File: src/source/sm_pkg.sv
`default_nettype none

package sm_pkg;

  // ==================================================
  // identity and bus geometry
  // ==================================================
  localparam logic [31:0] FIRMWARE_ID      = 32'h5553_5250; // "USRP"
  localparam logic [31:0] FIRMWARE_VERSION = 32'h000A_0001; // major 10, minor 1
  localparam logic [31:0] DEFAULT_READ     = 32'hABAD_BABE; // unmapped reads

  localparam int DATA_W = 32; // bus and stream word
  localparam int ADDR_W = 14; // word address

  // word addresses
  localparam logic [ADDR_W-1:0] ADDR_ID          = 14'd0;
  localparam logic [ADDR_W-1:0] ADDR_VERSION     = 14'd1;
  localparam logic [ADDR_W-1:0] ADDR_SCRATCH     = 14'd2;
  localparam logic [ADDR_W-1:0] ADDR_PKT_CMD     = 14'd3; // also fires cmd_stb
  localparam logic [ADDR_W-1:0] ADDR_TIMER_START = 14'd4;
  localparam logic [ADDR_W-1:0] ADDR_TIMER_STOP  = 14'd5;
  localparam logic [ADDR_W-1:0] ADDR_TIMER0      = 14'd6;
  localparam logic [ADDR_W-1:0] ADDR_TIMER1      = 14'd7;
  localparam logic [ADDR_W-1:0] ADDR_TIMER2      = 14'd8;

  // ==================================================
  // packet framer
  // ==================================================
  localparam logic [7:0] MODE_SINGLE = 8'd2; // one packet, 2^(size-5) words
  localparam logic [7:0] MODE_RAW    = 8'd4; // 256-word packets

  localparam int SIZE_MIN_LOG = 5;
  localparam int SIZE_MAX_LOG = 12;
  localparam int RAW_WORDS    = 256; // data words per raw packet
  localparam int CREDIT_MAX   = 8;
  localparam int CREDIT_W     = 4;

  localparam logic [15:0] Q_START = 16'd32767; // q pattern seed

  // framer fsm encoding
  localparam logic [1:0] FSM_IDLE = 2'd0;
  localparam logic [1:0] FSM_HDR  = 2'd1;
  localparam logic [1:0] FSM_DATA = 2'd2;

  // timers
  localparam int N_TIMERS = 3;
  localparam int TIMER_W  = 32;

  // ==================================================
  // shared types
  // ==================================================
  typedef struct packed {
    logic              cs;
    logic              rnw;   // 1 = read
    logic [ADDR_W-1:0] addr;  // word address
    logic [DATA_W-1:0] wdata;
  } bus_req_t;

  typedef struct packed {
    logic [15:0] spare;    // bit 31 reads back as busy
    logic [7:0]  fft_size; // log2 of transform size
    logic [7:0]  mode;
  } pkt_cmd_t;

  // control word, written raw and consumed as a command
  typedef union packed {
    logic [DATA_W-1:0] raw;
    pkt_cmd_t          cmd;
  } ctl_word_u;

  typedef struct packed {
    logic              valid;
    logic              sof;  // header beat
    logic              eof;  // last beat of packet
    logic [DATA_W-1:0] data;
  } stream_t;

  typedef logic [N_TIMERS-1:0][TIMER_W-1:0] timer_arr_t;

endpackage

`default_nettype wire

File: src/source/reg_bank.sv
`timescale 1ns/1ns
`default_nettype none

// processor-side register bank
module reg_bank (
  input  logic                      clk_ext,
  input  logic                      rst_ext,
  input  sm_pkg::bus_req_t          bus_req,
  output logic [sm_pkg::DATA_W-1:0] rdata,
  input  logic                      busy,     // framer still working
  input  sm_pkg::timer_arr_t        timers,
  output sm_pkg::pkt_cmd_t          cmd,
  output logic                      cmd_stb,
  output logic                      start_stb,
  output logic                      stop_stb
);

  logic                      wr;       // write cycle
  logic                      rd;       // read cycle
  logic                      cmd_ok;   // no command in flight
  logic                      wr_cmd;
  logic [sm_pkg::DATA_W-1:0] scratch;
  sm_pkg::ctl_word_u         ctl;      // last accepted command

  assign wr = bus_req.cs & ~bus_req.rnw;
  assign rd = bus_req.cs & bus_req.rnw;

  // strobe not yet seen as busy counts as busy too
  assign cmd_ok = ~busy & ~cmd_stb;
  assign wr_cmd = wr & (bus_req.addr == sm_pkg::ADDR_PKT_CMD) & cmd_ok;

  // ==================================================
  // write registers
  // ==================================================
  always_ff @(posedge clk_ext) begin
    if (rst_ext) begin
      scratch <= '0;
      ctl.raw <= '0;
    end else begin
      if (wr && (bus_req.addr == sm_pkg::ADDR_SCRATCH)) begin
        scratch <= bus_req.wdata;
      end
      if (wr_cmd) begin
        ctl.raw <= bus_req.wdata; // dropped while busy
      end
    end
  end

  // the framer sees the command through the union's cmd view
  assign cmd = ctl.cmd;

  // one-cycle write strobes
  always_ff @(posedge clk_ext) begin
    if (rst_ext) begin
      cmd_stb   <= 1'b0;
      start_stb <= 1'b0;
      stop_stb  <= 1'b0;
    end else begin
      cmd_stb   <= wr_cmd;
      start_stb <= wr & (bus_req.addr == sm_pkg::ADDR_TIMER_START);
      stop_stb  <= wr & (bus_req.addr == sm_pkg::ADDR_TIMER_STOP);
    end
  end

  // ==================================================
  // read decode
  // ==================================================
  always_comb begin
    rdata = '0; // idle bus reads zero
    if (rd) begin
      case (bus_req.addr)
        sm_pkg::ADDR_ID: begin
          rdata = sm_pkg::FIRMWARE_ID;
        end
        sm_pkg::ADDR_VERSION: begin
          rdata = sm_pkg::FIRMWARE_VERSION;
        end
        sm_pkg::ADDR_SCRATCH: begin
          rdata = scratch;
        end
        sm_pkg::ADDR_PKT_CMD: begin
          rdata                   = ctl.raw;
          rdata[sm_pkg::DATA_W-1] = busy; // status in spare msb
        end
        sm_pkg::ADDR_TIMER0: begin
          rdata = timers[0]; // cmd to first beat
        end
        sm_pkg::ADDR_TIMER1: begin
          rdata = timers[1]; // cmd to last beat
        end
        sm_pkg::ADDR_TIMER2: begin
          rdata = timers[2]; // sw start to sw stop
        end
        default: begin
          rdata = sm_pkg::DEFAULT_READ;
        end
      endcase
    end
  end

endmodule

`default_nettype wire

File: src/source/pkt_framer.sv
`timescale 1ns/1ns
`default_nettype none

// packet framer with built-in i/q test pattern and credit flow control
module pkt_framer (
  input  logic             clk_ext,
  input  logic             rst_ext,
  input  sm_pkg::pkt_cmd_t cmd,
  input  logic             cmd_stb,
  input  logic             credit_return, // one credit back per pulse
  output sm_pkg::stream_t  stream,
  output logic             busy,
  output logic             first_beat,    // first header of a command sent
  output logic             last_beat      // final beat of a command sent
);

  logic [1:0]                  state;
  logic [sm_pkg::CREDIT_W-1:0] credits;
  logic                        mode_ok;
  logic                        accept;   // command taken this cycle
  logic                        issue;    // beat goes out this cycle
  logic                        pkt_end;  // last data word of packet
  logic                        cmd_end;  // last data word of command

  // clamped command fields
  logic [3:0] size_c;
  logic [7:0] total_c;
  logic [7:0] last_c;

  // latched command
  logic [7:0]  mode_q;
  logic [7:0]  total_q;  // packets in this command
  logic [7:0]  last_q;   // last word index in a packet
  logic [12:0] n_samp;   // 2^size pattern samples

  logic [7:0]  pkt_no;   // 1-based
  logic [7:0]  word_cnt; // data word in packet
  logic [15:0] samp;     // pattern position k

  // output beat
  logic                      beat_valid;
  logic                      beat_sof;
  logic                      beat_eof;
  logic [sm_pkg::DATA_W-1:0] beat_data;

  assign mode_ok = (cmd.mode == sm_pkg::MODE_SINGLE) || (cmd.mode == sm_pkg::MODE_RAW);
  assign accept  = cmd_stb && mode_ok;
  assign issue   = (state != sm_pkg::FSM_IDLE) && (credits != '0);
  assign pkt_end = (state == sm_pkg::FSM_DATA) && (word_cnt == last_q);
  assign cmd_end = pkt_end && (pkt_no == total_q);

  // ==================================================
  // command decode
  // ==================================================
  always_comb begin
    if (cmd.fft_size < 8'(sm_pkg::SIZE_MIN_LOG)) begin
      size_c = 4'(sm_pkg::SIZE_MIN_LOG);
    end else if (cmd.fft_size > 8'(sm_pkg::SIZE_MAX_LOG)) begin
      size_c = 4'(sm_pkg::SIZE_MAX_LOG);
    end else begin
      size_c = cmd.fft_size[3:0];
    end

    if (cmd.mode == sm_pkg::MODE_RAW) begin
      last_c = 8'(sm_pkg::RAW_WORDS - 1);
      // one packet per 256 samples, at least one
      if (size_c <= 4'($clog2(sm_pkg::RAW_WORDS))) begin
        total_c = 8'd1;
      end else begin
        total_c = 8'(1 << (size_c - 4'($clog2(sm_pkg::RAW_WORDS))));
      end
    end else begin
      last_c  = 8'((1 << (size_c - 4'(sm_pkg::SIZE_MIN_LOG))) - 1);
      total_c = 8'd1; // single mode
    end
  end

  // ==================================================
  // credits
  // ==================================================
  always_ff @(posedge clk_ext) begin
    if (rst_ext) begin
      credits <= sm_pkg::CREDIT_W'(sm_pkg::CREDIT_MAX);
    end else begin
      credits <= credits - sm_pkg::CREDIT_W'(issue) + sm_pkg::CREDIT_W'(credit_return);
    end
  end

  // ==================================================
  // packet fsm
  // ==================================================
  always_ff @(posedge clk_ext) begin
    if (rst_ext) begin
      state      <= sm_pkg::FSM_IDLE;
      busy       <= 1'b0;
      pkt_no     <= '0;
      word_cnt   <= '0;
      samp       <= '0;
      beat_valid <= 1'b0;
      beat_sof   <= 1'b0;
      beat_eof   <= 1'b0;
      first_beat <= 1'b0;
      last_beat  <= 1'b0;
    end else begin
      beat_valid <= issue;
      beat_sof   <= issue && (state == sm_pkg::FSM_HDR);
      beat_eof   <= issue && pkt_end;
      first_beat <= issue && (state == sm_pkg::FSM_HDR) && (pkt_no == 8'd1);
      last_beat  <= issue && cmd_end;

      if (accept) begin
        state  <= sm_pkg::FSM_HDR;
        busy   <= 1'b1;
        pkt_no <= 8'd1;
        samp   <= '0; // pattern restarts per command
      end else begin
        if (state == sm_pkg::FSM_IDLE) begin
          busy <= 1'b0; // one cycle after the last beat
        end
        // no credit, nothing moves
        if (issue) begin
          case (state)
            sm_pkg::FSM_HDR: begin
              state    <= sm_pkg::FSM_DATA;
              word_cnt <= '0;
            end
            sm_pkg::FSM_DATA: begin
              samp     <= samp + 16'd1;
              word_cnt <= word_cnt + 8'd1;
              if (cmd_end) begin
                state <= sm_pkg::FSM_IDLE;
              end else if (pkt_end) begin
                state  <= sm_pkg::FSM_HDR; // next raw packet
                pkt_no <= pkt_no + 8'd1;
              end
            end
            default: begin
              state <= sm_pkg::FSM_IDLE;
            end
          endcase
        end
      end
    end
  end

  // payload path
  always_ff @(posedge clk_ext) begin
    if (accept) begin
      mode_q  <= cmd.mode;
      total_q <= total_c;
      last_q  <= last_c;
      n_samp  <= 13'(1 << size_c);
    end
    if (issue) begin
      if (state == sm_pkg::FSM_HDR) begin
        beat_data <= {pkt_no, total_q, 8'h00, mode_q};
      end else if (samp < n_samp) begin
        beat_data <= {sm_pkg::Q_START + samp, samp}; // q high, i low
      end else begin
        beat_data <= '0; // raw padding past 2^size
      end
    end
  end

  assign stream = '{valid: beat_valid, sof: beat_sof, eof: beat_eof, data: beat_data};

endmodule

`default_nettype wire

File: src/source/latency_timers.sv
`timescale 1ns/1ns
`default_nettype none

// start/stop cycle counters
module latency_timers (
  input  logic               clk_ext,
  input  logic               rst_ext,
  input  logic               cmd_stb,
  input  logic               first_beat,
  input  logic               last_beat,
  input  logic               start_stb,  // sw start write
  input  logic               stop_stb,   // sw stop write
  output sm_pkg::timer_arr_t timers
);

  logic [sm_pkg::N_TIMERS-1:0] start_vec;
  logic [sm_pkg::N_TIMERS-1:0] stop_vec;
  logic [sm_pkg::N_TIMERS-1:0] start_d;  // previous level
  logic [sm_pkg::N_TIMERS-1:0] stop_d;
  logic [sm_pkg::N_TIMERS-1:0] start_q;  // edge register
  logic [sm_pkg::N_TIMERS-1:0] stop_q;
  logic [sm_pkg::N_TIMERS-1:0] run;

  // timer 0 cmd..first beat, 1 cmd..last beat, 2 sw start..sw stop
  assign start_vec = {start_stb, cmd_stb, cmd_stb};
  assign stop_vec  = {stop_stb, last_beat, first_beat};

  // ==================================================
  // clear / run / hold
  // ==================================================
  always_ff @(posedge clk_ext) begin
    if (rst_ext) begin
      start_d <= '0;
      stop_d  <= '0;
      start_q <= '0;
      stop_q  <= '0;
      run     <= '0;
      timers  <= '0;
    end else begin
      start_d <= start_vec;
      stop_d  <= stop_vec;
      start_q <= start_vec & ~start_d; // rising edges only
      stop_q  <= stop_vec & ~stop_d;
      for (int i = 0; i < sm_pkg::N_TIMERS; i++) begin
        if (start_q[i]) begin
          timers[i] <= '0;
          run[i]    <= 1'b1;
        end else if (run[i]) begin
          timers[i] <= timers[i] + 1'b1; // stop edge still counts
        end
        if (stop_q[i] && !start_q[i]) begin
          run[i] <= 1'b0; // hold value
        end
      end
    end
  end

endmodule

`default_nettype wire

File: src/source/sm_top.sv
`timescale 1ns/1ns
`default_nettype none

// top level, register bank + framer + timers
module sm_top (
  input  logic                      clk_ext,
  input  logic                      rst_ext,
  input  sm_pkg::bus_req_t          bus_req,
  output logic [sm_pkg::DATA_W-1:0] rdata,
  output sm_pkg::stream_t           stream,
  input  logic                      credit_return
);

  sm_pkg::pkt_cmd_t   cmd;
  sm_pkg::timer_arr_t timers;
  logic               cmd_stb;
  logic               start_stb;
  logic               stop_stb;
  logic               busy;
  logic               first_beat;
  logic               last_beat;

  reg_bank u_reg_bank (
    .clk_ext   (clk_ext),
    .rst_ext   (rst_ext),
    .bus_req   (bus_req),
    .rdata     (rdata),
    .busy      (busy),
    .timers    (timers),
    .cmd       (cmd),
    .cmd_stb   (cmd_stb),
    .start_stb (start_stb),
    .stop_stb  (stop_stb)
  );

  pkt_framer u_pkt_framer (
    .clk_ext       (clk_ext),
    .rst_ext       (rst_ext),
    .cmd           (cmd),
    .cmd_stb       (cmd_stb),
    .credit_return (credit_return),
    .stream        (stream),
    .busy          (busy),
    .first_beat    (first_beat),
    .last_beat     (last_beat)
  );

  latency_timers u_latency_timers (
    .clk_ext    (clk_ext),
    .rst_ext    (rst_ext),
    .cmd_stb    (cmd_stb),
    .first_beat (first_beat),
    .last_beat  (last_beat),
    .start_stb  (start_stb),
    .stop_stb   (stop_stb),
    .timers     (timers)
  );

endmodule

`default_nettype wire

File: config.mk
export PLATFORM = sky130hd
export DESIGN_NAME = sm_top
export DESIGN_NICKNAME = d
export VERILOG_FILES = /design/src/source/sm_pkg.sv /design/src/source/reg_bank.sv /design/src/source/pkt_framer.sv /design/src/source/latency_timers.sv /design/src/source/sm_top.sv
export SDC_FILE = /design/constraint.sdc
export NUM_CORES = 1
export LEC_CHECK = 0
export BUFFER_PORTS_ARGS = -buffer_cell sky130_fd_sc_hd__buf_2
export CAP_MARGIN = 20
export CORE_ASPECT_RATIO = 1.1
export CORE_UTILIZATION = 54
export CTS_CLUSTER_DIAMETER = 200
export DETAILED_ROUTE_END_ITERATION = 7
export GPL_TIMING_DRIVEN = 0
export PLACE_DENSITY = 0.76
export SLEW_MARGIN = 30
export SYNTH_ARGS = -nofsm -noshare
export SYNTH_HDL_FRONTEND = slang
export SYNTH_SLANG_ARGS = --single-unit
export TNS_END_PERCENT = 100
File: constraint.sdc
create_clock -name clk_ext -period 2.8 [get_ports clk_ext]
set_input_delay 0.42 -clock clk_ext [delete_from_list [all_inputs] [get_ports clk_ext]]
set_output_delay 0.42 -clock clk_ext [all_outputs]
set_load 0.01 [all_outputs]
==> flow_summary.yaml, run 1 <==
status:
  violations: "setup timing"
  outcome: "finished, violations left"
die:
  die_h_um: 170.3
  std_cell_rows: 61
  start_util_pct: 55.04
  dieArea_um2: 26400
  die_w_um: 155.0
  core-area_um2: 25260
  io_pins: 118
power:
  p_clk_share_pct: 45.7
  finalPower_mw: 8.465
  comb_power_share_pct: 4.0
  p_sw_share_pct: 21.99
  ir_drop_uv: 492.3
  p_int_mw: 6.604
  p_leak_nw: 5.882
  p_switching_mw: 1.862
  p_seq_share_pct: 50.3
  p_per_area_nw_per_um2: 521.2
yosys:
  synthTopCellsByArea: "dfxtp_1 32%, edfxtp_1 15%, nand2_1 5.9%, a21oi_1 5.3%, xnor2_1 4.9%"
  ys.flop_type: "dfxtp_1"
  syn_avg_cell_area_um2: 8.869
  yosysTopAreaCell: "dfxtp_1"
  async_flop_share_pct: 0
  ys_seq_area_share_pct: 46.43
  synth_top_area_share_pct: 31.53
  synthesis.area_um2: 13910
  postSynthCellCount: 1568
  synth_edf_count: 69
  synth_seq_cells: 288
  synth.distinct_cells: 65
  ys_warn_count: 0
sta:
  fmax_mhz: 354.7
  tns_ns: -0.03654
  final_max_slew_viol_count: 0
  setup_viol: 3
  worst_pin_slew_ns: 0.7656
  worst_slack_ns: -0.01928
  fin_crit_sh_pct: 100.7
  fin_crit_ns: 2.819
  relSlewSlack_pct: 48.88
  fin_worst_skew_ns: 0.02003
  finalHoldViolCount: 0
  rsz0062_at_grt: "true"
cts:
  worstSkewPairLatency_ns: 0.56
  cts_tree: "built"
  htreeDepth: 1
  cts_root_buffer: "clkbuf_16"
  clk_pin_slew_worst_paths_ns: 0.06
  cts_hold_buf: 0
  cts_buffer_depth: 3
  cts_sinks: 288
  cts_buffers: 30
setup_path:
  critical_path.max_fanout: 10
  startpoint: "bus_req[33]"
  cpMaxStageDelayCell: "a211oi_2"
  timing.rr.start: "u_reg_bank.cmd[12]"
  slowest_delay_ns: 0.30
  critPathCaptureType: "primary output"
  path_cells: "buf_2 > clkbuf_2 > o21a_1 > a21oi_1 > nand4_1 > clkbuf_4 > a211oi_2 > a21oi_1 > buf_2"
  path_delay_family: "compound AO/OA/AOI/OAI gates"
  crit_arrival_ns: 2.40
  critPathLaunchType: "input pin"
  critPathKind: "in2out"
  path_buf_inv: 4
  cp.required_ns: 2.38
hold_path:
  hp-class: "in2reg"
  hold_start: "bus_req[27]"
cells_and_area:
  fillers: 2109
  fin_nets: 1816
  drive_gt1_share_pct: 15.60
  area_growth_pct: 16.80
route:
  first_pass_iters: 6
  vias: 12260
  drc: 0
  wire_per_inst_um: 18.90
  via_per_inst: 5.827
  drt_first_iter_violations: 1087
  drt_wl_total_um: 39760
  detail-route-antenna-nets: 0
placed_design:
  gp_congestion: 0.9770
  io_buffers: 115
  dpl.hpwl_um: 29170
grt:
  overflow: 0
  antenna_found_initial: 1
  grt_max_degree: 43
  grt_pass1_vias: 11450
  grt_pass1_wl_um: 61070
  grt_usage_pct: 29.82
flow_run:
  cap_violations: 0
-- placed cells by master (no fill, tap or decap), types with 10 or more instances in the layout --
master,Yosys,final
buf_2,26,140
and4_1,20,20
a21oi_1,147,140
nand4_1,43,43
nand3_1,40,40
a211oi_2,0,14
or4_1,12,11
nor2b_1,14,14
a22o_1,27,27
clkbuf_1,59,57
or3_1,25,25
nor3_1,30,29
nand2b_1,10,10
xor2_1,50,50
edfxtp_1,69,69
clkbuf_16,0,32
inv_1,56,55
a22oi_1,23,23
ha_1,31,29
nor4_1,22,21
nand2_1,220,220
dfxtp_1,219,219
and3_1,24,24
and2_1,15,15
o21ai_0,41,41
nor2_1,138,137
buf_4,7,17
xnor2_1,78,78
-- registers in the layout, indices dropped and copies added (netlist names), 8 cells and up --
register	count
u_latency_timers.timers	96
u_pkt_framer.beat_data	32
u_reg_bank.scratch	32
u_reg_bank.cmd	31
u_pkt_framer.samp	16
u_pkt_framer.n_samp	13
u_pkt_framer.last_q	8
u_pkt_framer.mode_q	8
u_pkt_framer.pkt_no	8
u_pkt_framer.total_q	8
u_pkt_framer.word_cnt	8
-- worst reg2reg max path: stages (launching register included) --
cell     delay, ns
dfxtp_1       0.34
or4_4         0.60
nor3b_4       0.28
ha_4          0.27
or2_2         0.30
ha_1          0.26
or3_1         0.36
nand3_1       0.09
-- path summary, 6_finish.rpt --
path	end	slack, ns	cells after the start
worst max register to register	u_pkt_framer.last_q[2]	0.15	7
worst max-delay path	rdata[31]	-0.02	9
worst min register to register	u_latency_timers.stop_q[1]	0.39	1
worst min-delay path	u_reg_bank.scratch[27]	0.12	3
-- what timing repair did --
item | 4_1_cts | 5_1_grt
setup buffers | 7 | 4
gates cloned | 0 | 1
pin swaps | 4 | 3
gates resized for setup | 23 | 37
setup endpoints to repair | 39 | 32
-- layout make-up --
class,count,area (µm²),area share (%)
well taps,346,432.9,2.665
plain buffers,101,513.0,3.158
repair buffers,127,683.2,4.206
diodes,2,5.005,0.03081
clock buffers,43,870.8,5.362
multi-input cells,1128,6985,43.01
flip-flops and latches,288,6456,39.75
clock inverters,12,78.83,0.4853
inverters,57,216.5,1.333
-- power by group through the flow --
stage / Clock [mW] / Combinational, mW / Sequential (mW)
floorplan: 0 / 0.163 / 4.34
finish: 3.87 / 0.336 / 4.26
global route: 4.09 / 0.360 / 4.26
CTS: 3.90 / 0.318 / 4.26
global placement: 0 / 0.297 / 4.35
detailed placement: 0 / 0.301 / 4.35
-- routing by layer --
layer / up-vias / wire, µm / global-route usage [%] / share of wire [%]
met2: 583 / 18910 / 50.96 / 48
met4: 0 / 1965 / 15.41 / 4.9
li1: 5819 / - / - / -
met3: 114 / 2965 / 3.769 / 7.5
met5: - / 0 / 0 / 0
met1: 5745 / 15920 / 36.88 / 40
-- cells in the mapped netlist, types with 20 or more instances --
cell / count
nor2_1: 138
nor4_1: 22
or3_1: 25
nand3_1: 40
nor3_1: 30
ha_1: 31
clkbuf_1: 59
and3_1: 24
buf_2: 26
xor2_1: 50
xnor2_1: 78
edfxtp_1: 69
nand2_1: 220
a22oi_1: 23
and4_1: 20
o21ai_0: 41
a21oi_1: 147
dfxtp_1: 219
a22o_1: 27
nand4_1: 43
inv_1: 56
-- kinds of logic (layout without fill, tap and decap cells) --
logic type | Yosys count | after routing | share of synthesized area, %
flops | 288 | 288 | 46.43
mux | 5 | 5 | 0.3599
fa+ha+maj | 32 | 32 | 2.933
simple gates | 651 | 651 | 23.95
buf+inv | 160 | 340 | 5.012
compound gates | 303 | 303 | 13.23
xor+xnor | 128 | 128 | 8.062
other cells | 1 | 11 | 0.02697
-- stage by stage --
step	instances	area, µm²	setup WS (ns)	hold WS [ns]	util, %
6_report	2104	16240	-0.01928	0.1163	64.29
5_1_grt	2102	16240	-0.01557	0.1126	64.27
4_1_cts	2098	16040	-0.05815	0.1111	63.50
3_5_place_dp	2037	14950	-0.3816	0.3769	59.17
3_3_place_gp	2037	14950	-0.3190	0.3751	59.17
2_1_floorplan	1576	13940	0.05809	0.3674	-
Power figures use the tool's default switching activity.
==> inputs of run 2 (changes only) <==
BUFFER_PORTS_ARGS = not set   (was -buffer_cell sky130_fd_sc_hd__buf_2)
CORE_UTILIZATION = 40   (was 54)
DONT_BUFFER_PORTS = 1   (was not set)
PLACE_DENSITY = 0.56   (was 0.76)
==> run 2 against run 1 <==
Compared with the run above: the flow finishes with violations (DRC); clock skew rose by 0.0061 ns; combinational power shrank 22%; setup slack improved by 0.056 ns; core utilization is 18 points lower; critical path depth shrank 2; routed wire length rose by 3.0%; sequential cell count did not move; total power is 8.2% higher; cell area decreased by 2.7%; clock power rose by 20%; non-clock buffer count fell by 122; via count is 7.0% lower; critical path type unchanged.
==> flow_summary.yaml, run 2 (synthesized netlist as in run 1, its figures left out) <==
setup_path:
  crit_top_cell: "a21oi_1"
  critPathLaunchType: "input pin"
  path_buf_inv: 2
  cpMaxStageDelayCell: "a211oi_1"
  cp.depth: 7
  critical_path.max_fanout: 10
  ff2ff_path_depth: 7
  critPathCaptureType: "primary output"
  path_delay_family: "compound AO/OA/AOI/OAI gates"
  crit_arrival_ns: 2.34
  slowest_delay_ns: 0.50
  path_cells: "clkbuf_2 > o21a_1 > a21oi_1 > nand4_1 > clkbuf_1 > a211oi_1 > a21oi_1"
  critPathKind: "in2out"
  cp.required_ns: 2.38
route:
  wire_per_inst_um: 19.71
  drc: 10
  via_per_inst: 5.487
  drt_first_iter_violations: 814
  detail-route-antenna-nets: 0
  vias: 11400
  first_pass_iters: 8
  drt_wl_total_um: 40950
cells_and_area:
  layout_common_cells: "220 x nand2_1, 219 x dfxtp_1, 140 x a21oi_1"
  instances_no_fill: 2078
  drive_gt1_share_pct: 8.603
  largest_reg_flops: 96
  area_growth_pct: 13.66
  final_common_cell: "nand2_1"
  fin_nets: 1698
  fillers: 3399
  reg_top3: "u_latency_timers.timers (96), u_pkt_framer.beat_data (32), u_reg_bank.scratch (32)"
  stdcell_area_um2: 15810
  top_register: "u_latency_timers.timers"
grt:
  grt_usage_pct: 22.96
  grt_pass1_wl_um: 62700
  grt_max_degree: 43
  antenna_found_initial: 1
  overflow: 0
  grt_pass1_vias: 10730
placed_design:
  gp_congestion: 0.9086
  placed_area_um2: 14490
  io_buffers: 0
  dpl.hpwl_um: 30970
  place_inst: 2014
sta:
  fin_worst_skew_ns: 0.02616
  worst_pin_slew_ns: 0.8202
  fmax_mhz: 361.9
  fin_crit_sh_pct: 98.68
  setup_viol: 0
  tns_ns: 0
  final_max_slew_viol_count: 0
  relSlewSlack_pct: 44.82
  fin_crit_ns: 2.763
  finalHoldViolCount: 0
  rsz0062_at_grt: "false"
die:
  io_pins: 118
  die_w_um: 179.8
  start_util_pct: 40.66
  std_cell_rows: 71
  dieArea_um2: 35520
  core-area_um2: 34200
  die_h_um: 197.6
flow_run:
  cap_violations: 0
power:
  ir_drop_uv: 291.6
  finalPower_mw: 9.163
  p_sw_share_pct: 21.06
  p_seq_share_pct: 46.5
  p_int_mw: 7.233
  p_leak_nw: 5.428
  p_clk_share_pct: 50.7
  p_switching_mw: 1.930
  comb_power_share_pct: 2.9
  p_per_area_nw_per_um2: 579.8
cts:
  cts_root_buffer: "clkbuf_16"
  cts_buffer_depth: 3
  worstSkewPairLatency_ns: 0.52
  cts_hold_buf: 0
  clk_pin_slew_worst_paths_ns: 0.06
  cts_sinks: 288
  htreeDepth: 2
  cts_buffers: 34
  cts_tree: "built"
hold_path:
  hold_path_depth: 2
  hp-class: "in2reg"
status:
  outcome: "finished, violations left"
  violations: "DRC"
[run 2: worst paths after layout]
path	from	endpoint	slack, ns
worst min register to register	u_latency_timers.start_d[2]	u_latency_timers.start_q[2]	0.38
worst max-delay path	bus_req[33]	rdata[5]	0.04
worst min-delay path	bus_req[0]	u_reg_bank.cmd[0]	0.04
worst max register to register	u_reg_bank.cmd[12]	u_pkt_framer.last_q[4]	0.06
[run 2: power groups by stage]
stage / combinational [mW] / sequential, mW / clock [mW]
final: 0.262 / 4.26 / 4.64
after global placement: 0.238 / 4.35 / 0
after CTS: 0.253 / 4.26 / 4.72
after detailed placement: 0.241 / 4.35 / 0
after floorplan: 0.163 / 4.34 / 0
after global routing: 0.288 / 4.26 / 4.91
[run 2: through the flow]
step           util [%]  hold slack [ns]  setup WS, ns
3_5_place_dp      42.36           0.3731       -0.3949
3_3_place_gp      42.36           0.3734       -0.3445
5_1_grt           46.21          0.03158     0.0004132
4_1_cts           46.03          0.03020      -0.07852
6_report          46.21          0.03786       0.03699
2_1_floorplan         -           0.3674       0.05809
[run 2: area by class of cell]
cell class / instances / area [µm²] / share of cell area (%)
clock buffer: 50 / 983.4 / 6.222
buffer: 101 / 499.2 / 3.159
timing repair buffer: 5 / 37.54 / 0.2375
inverter: 57 / 216.5 / 1.370
clock inverter: 10 / 181.4 / 1.148
antenna: 1 / 2.502 / 0.01583
tap: 438 / 548.0 / 3.467
multi-input combinational: 1128 / 6880 / 43.53
sequential: 288 / 6456 / 40.85
[run 2: routing by layer]
| layer | vias to the layer above | GRT usage, % | wire length [µm] |
|---|---|---|---|
| met1 | 5378 | 27.42 | 16770 |
| li1 | 5588 | - | - |
| met4 | 0 | 8.493 | 1332 |
| met2 | 354 | 39.13 | 19500 |
| met5 | - | 0 | 0 |
| met3 | 81 | 6.619 | 3351 |
[run 2: what timing repair did]
action	4_1_cts	5_1_grt
gates cloned	0	0
pin swaps	2	2
endpoints found under the setup margin	32	34
setup buffers	2	3
resized for setup	19	16
==> inputs of run 3 (changes only) <==
CORE_MARGIN = 2   (was not set)
SETUP_SLACK_MARGIN = 0.15   (was not set)
==> run 3 against run 2 <==
Compared with the run above: the run now ends clean; clock power down 4.5%; die area increased by 2.1%; via count is 0.75% higher; cell count grew 0.48%; sequential share of layout area decreased by 0.65 points; count of clock-buffer cells in the layout fell by 2; combinational power grew 5%; worst hold slack gained 0.0025 ns; core utilization up 0.76 points; critical path type unchanged; clock skew up 0.010 ns.
==> flow_summary.yaml, run 3 (synthesized netlist as in run 1, its figures left out) <==
status:
  outcome: "finished clean"
placed_design:
  gp_congestion: 0.9391
  dpl.hpwl_um: 31520
  placed_area_um2: 14490
  io_buffers: 0
cts:
  cts_tree: "built"
  clk_pin_slew_worst_paths_ns: 0.06
  cts_sinks: 288
  cts_buffer_depth: 3
  cts_buffers: 34
  cts_root_buffer: "clkbuf_16"
  worstSkewPairLatency_ns: 0.52
  htreeDepth: 2
hold_path:
  hold_path_depth: 2
  hold_start: "bus_req[26]"
  whs_endpoint: "u_reg_bank.scratch[26]"
  hp-class: "in2reg"
route:
  first_pass_iters: 5
  detail-route-antenna-nets: 0
  drt_first_iter_violations: 813
  via_per_inst: 5.501
  vias: 11490
  wire_per_inst_um: 20.03
  drt_wl_total_um: 41830
  drc: 0
grt:
  grtUsageMet1_pct: 27.19
  grt_max_degree: 43
  grt_pass1_wl_um: 64180
  antenna_found_initial: 0
  busiest_layer: "met2"
  grt_usage_pct: 22.98
  grtUsageMet3_pct: 6.324
  overflow: 0
  grt_pass1_vias: 11060
  grt_use_met2_pct: 39.99
setup_path:
  cpMaxStageDelayCell: "a31oi_2"
  critPathCaptureType: "primary output"
  ff2ff_path_depth: 10
  slowest_delay_ns: 0.40
  path_cells: "nor4_4 > and4_1 > clkbuf_1 > clkbuf_2 > a221oi_1 > a31oi_2"
  reg2reg_slack_ns: 0.22
  crit_arrival_ns: 2.19
  timing.rr.start: "u_reg_bank.cmd[13]"
  r2r-end: "u_pkt_framer.last_q[6]"
  critPathKind: "in2out"
  critPathLaunchType: "input pin"
  cp.required_ns: 2.38
  path_delay_family: "simple AND/OR/NAND/NOR gates"
  critical_path.max_fanout: 10
  path_buf_inv: 2
cells_and_area:
  top_register: "u_latency_timers.timers"
  area_growth_pct: 15.53
  drive_gt1_share_pct: 11.45
  reg_top3: "u_latency_timers.timers (96), u_pkt_framer.beat_data (32), u_reg_bank.scratch (32)"
  fillers: 3322
  layout_common_cells: "220 x nand2_1, 217 x dfxtp_1, 136 x nor2_1"
  stdcell_area_um2: 16070
  n_antenna_cell: 0
  fin_nets: 1710
  final_common_cell: "nand2_1"
  largest_reg_flops: 96
die:
  io_pins: 118
  start_util_pct: 40.66
  core-area_um2: 34200
  std_cell_rows: 71
  die_h_um: 199.6
  die_w_um: 181.8
  dieArea_um2: 36270
power:
  finalPower_mw: 8.961
  p_switching_mw: 1.914
  comb_power_share_pct: 3.1
  p_sw_share_pct: 21.36
  ir_drop_uv: 529.9
  p_seq_share_pct: 47.5
  p_per_area_nw_per_um2: 557.8
  p_clk_share_pct: 49.4
  p_leak_nw: 5.520
  p_int_mw: 7.047
sta:
  worst_pin_slew_ns: 0.7783
  fin_crit_sh_pct: 93.09
  fin_worst_skew_ns: 0.03649
  fmax_mhz: 383.7
  setup_viol: 0
  final_max_slew_viol_count: 0
  rsz0062_at_grt: "true"
  relSlewSlack_pct: 48.11
  finalHoldViolCount: 0
  fin_crit_ns: 2.607
flow_run:
  cap_violations: 0
## run 3: changes by cell type in the layout (fill, tap and decap cells not counted), sizes merged
cell / change
buf: +9
bufinv: -3
clkbuf: +1
clkinv: +3
clkinvlp: +2
diode: -1
inv: -1
## run 3: worst max path at each step
stage	start	to	slack [ns]	depth (start not counted)
after CTS	bus_req[41]	rdata[6]	0.07	5
after detailed placement	u_pkt_framer.credits[2]	u_pkt_framer.credits[2]	-0.40	14
final	bus_req[38]	rdata[4]	0.19	6
after global routing	u_reg_bank.cmd[13]	u_pkt_framer.last_q[6]	0.13	10
after global placement	u_pkt_framer.credits[2]	u_pkt_framer.credits[2]	-0.37	14
after floorplan	u_pkt_framer.credits[2]	u_pkt_framer.credits[2]	0.15	14
## run 3: layout make-up
type | instances | area (µm²) | area share [%]
buffer | 103 | 526.8 | 3.279
sequential | 288 | 6459 | 40.20
clock buffer | 48 | 1015 | 6.316
inverter | 57 | 224.0 | 1.394
clock inverter | 11 | 111.4 | 0.6931
multi-input combinational | 1128 | 7034 | 43.79
timing repair buffer | 15 | 147.6 | 0.9190
tap | 438 | 548.0 | 3.411
## run 3: power groups by stage
stage               logic [mW]  clock network (mW)  registers, mW
CTS                      0.260                4.52           4.26
global placement         0.236                   0           4.35
floorplan                0.163                   0           4.34
finish                   0.274                4.43           4.26
detailed placement       0.237                   0           4.35
global route             0.299                4.69           4.26
## run 3: metrics by stage
step / setup slack, ns / std cells / hold WS (ns) / TNS [ns] / utilization (%)
floorplan: 0.1498 / 1576 / 0.3674 / 0 / -
global placement: -0.3652 / 2014 / 0.3725 / -6.921 / 42.38
detailed placement: -0.3976 / 2014 / 0.3751 / -3.087 / 42.38
CTS: 0.07274 / 2077 / 0.02067 / 0 / 46.22
global route: 0.1287 / 2088 / 0.03595 / 0 / 46.97
finish: 0.1935 / 2088 / 0.04036 / 0 / 46.97
## run 3: what timing repair did
| item | CTS | global route |
|---|---|---|
| gates cloned | 0 | 2 |
| pin swaps | 4 | 9 |
| hold buffers | 0 | 0 |
| setup endpoints to repair | 40 | 48 |
| gates resized for setup | 38 | 44 |
| buffers inserted | 4 | 9 |
## run 3: per-layer routing
metal  part of all wire (%)  wire [µm]  vias to the layer above
li1                       -          -                     5611
met1                     41      17270                     5480
met2                     48      20090                      319
met3                    7.1       2961                       77
met4                    3.6       1514                        0
met5                      0          0                        -
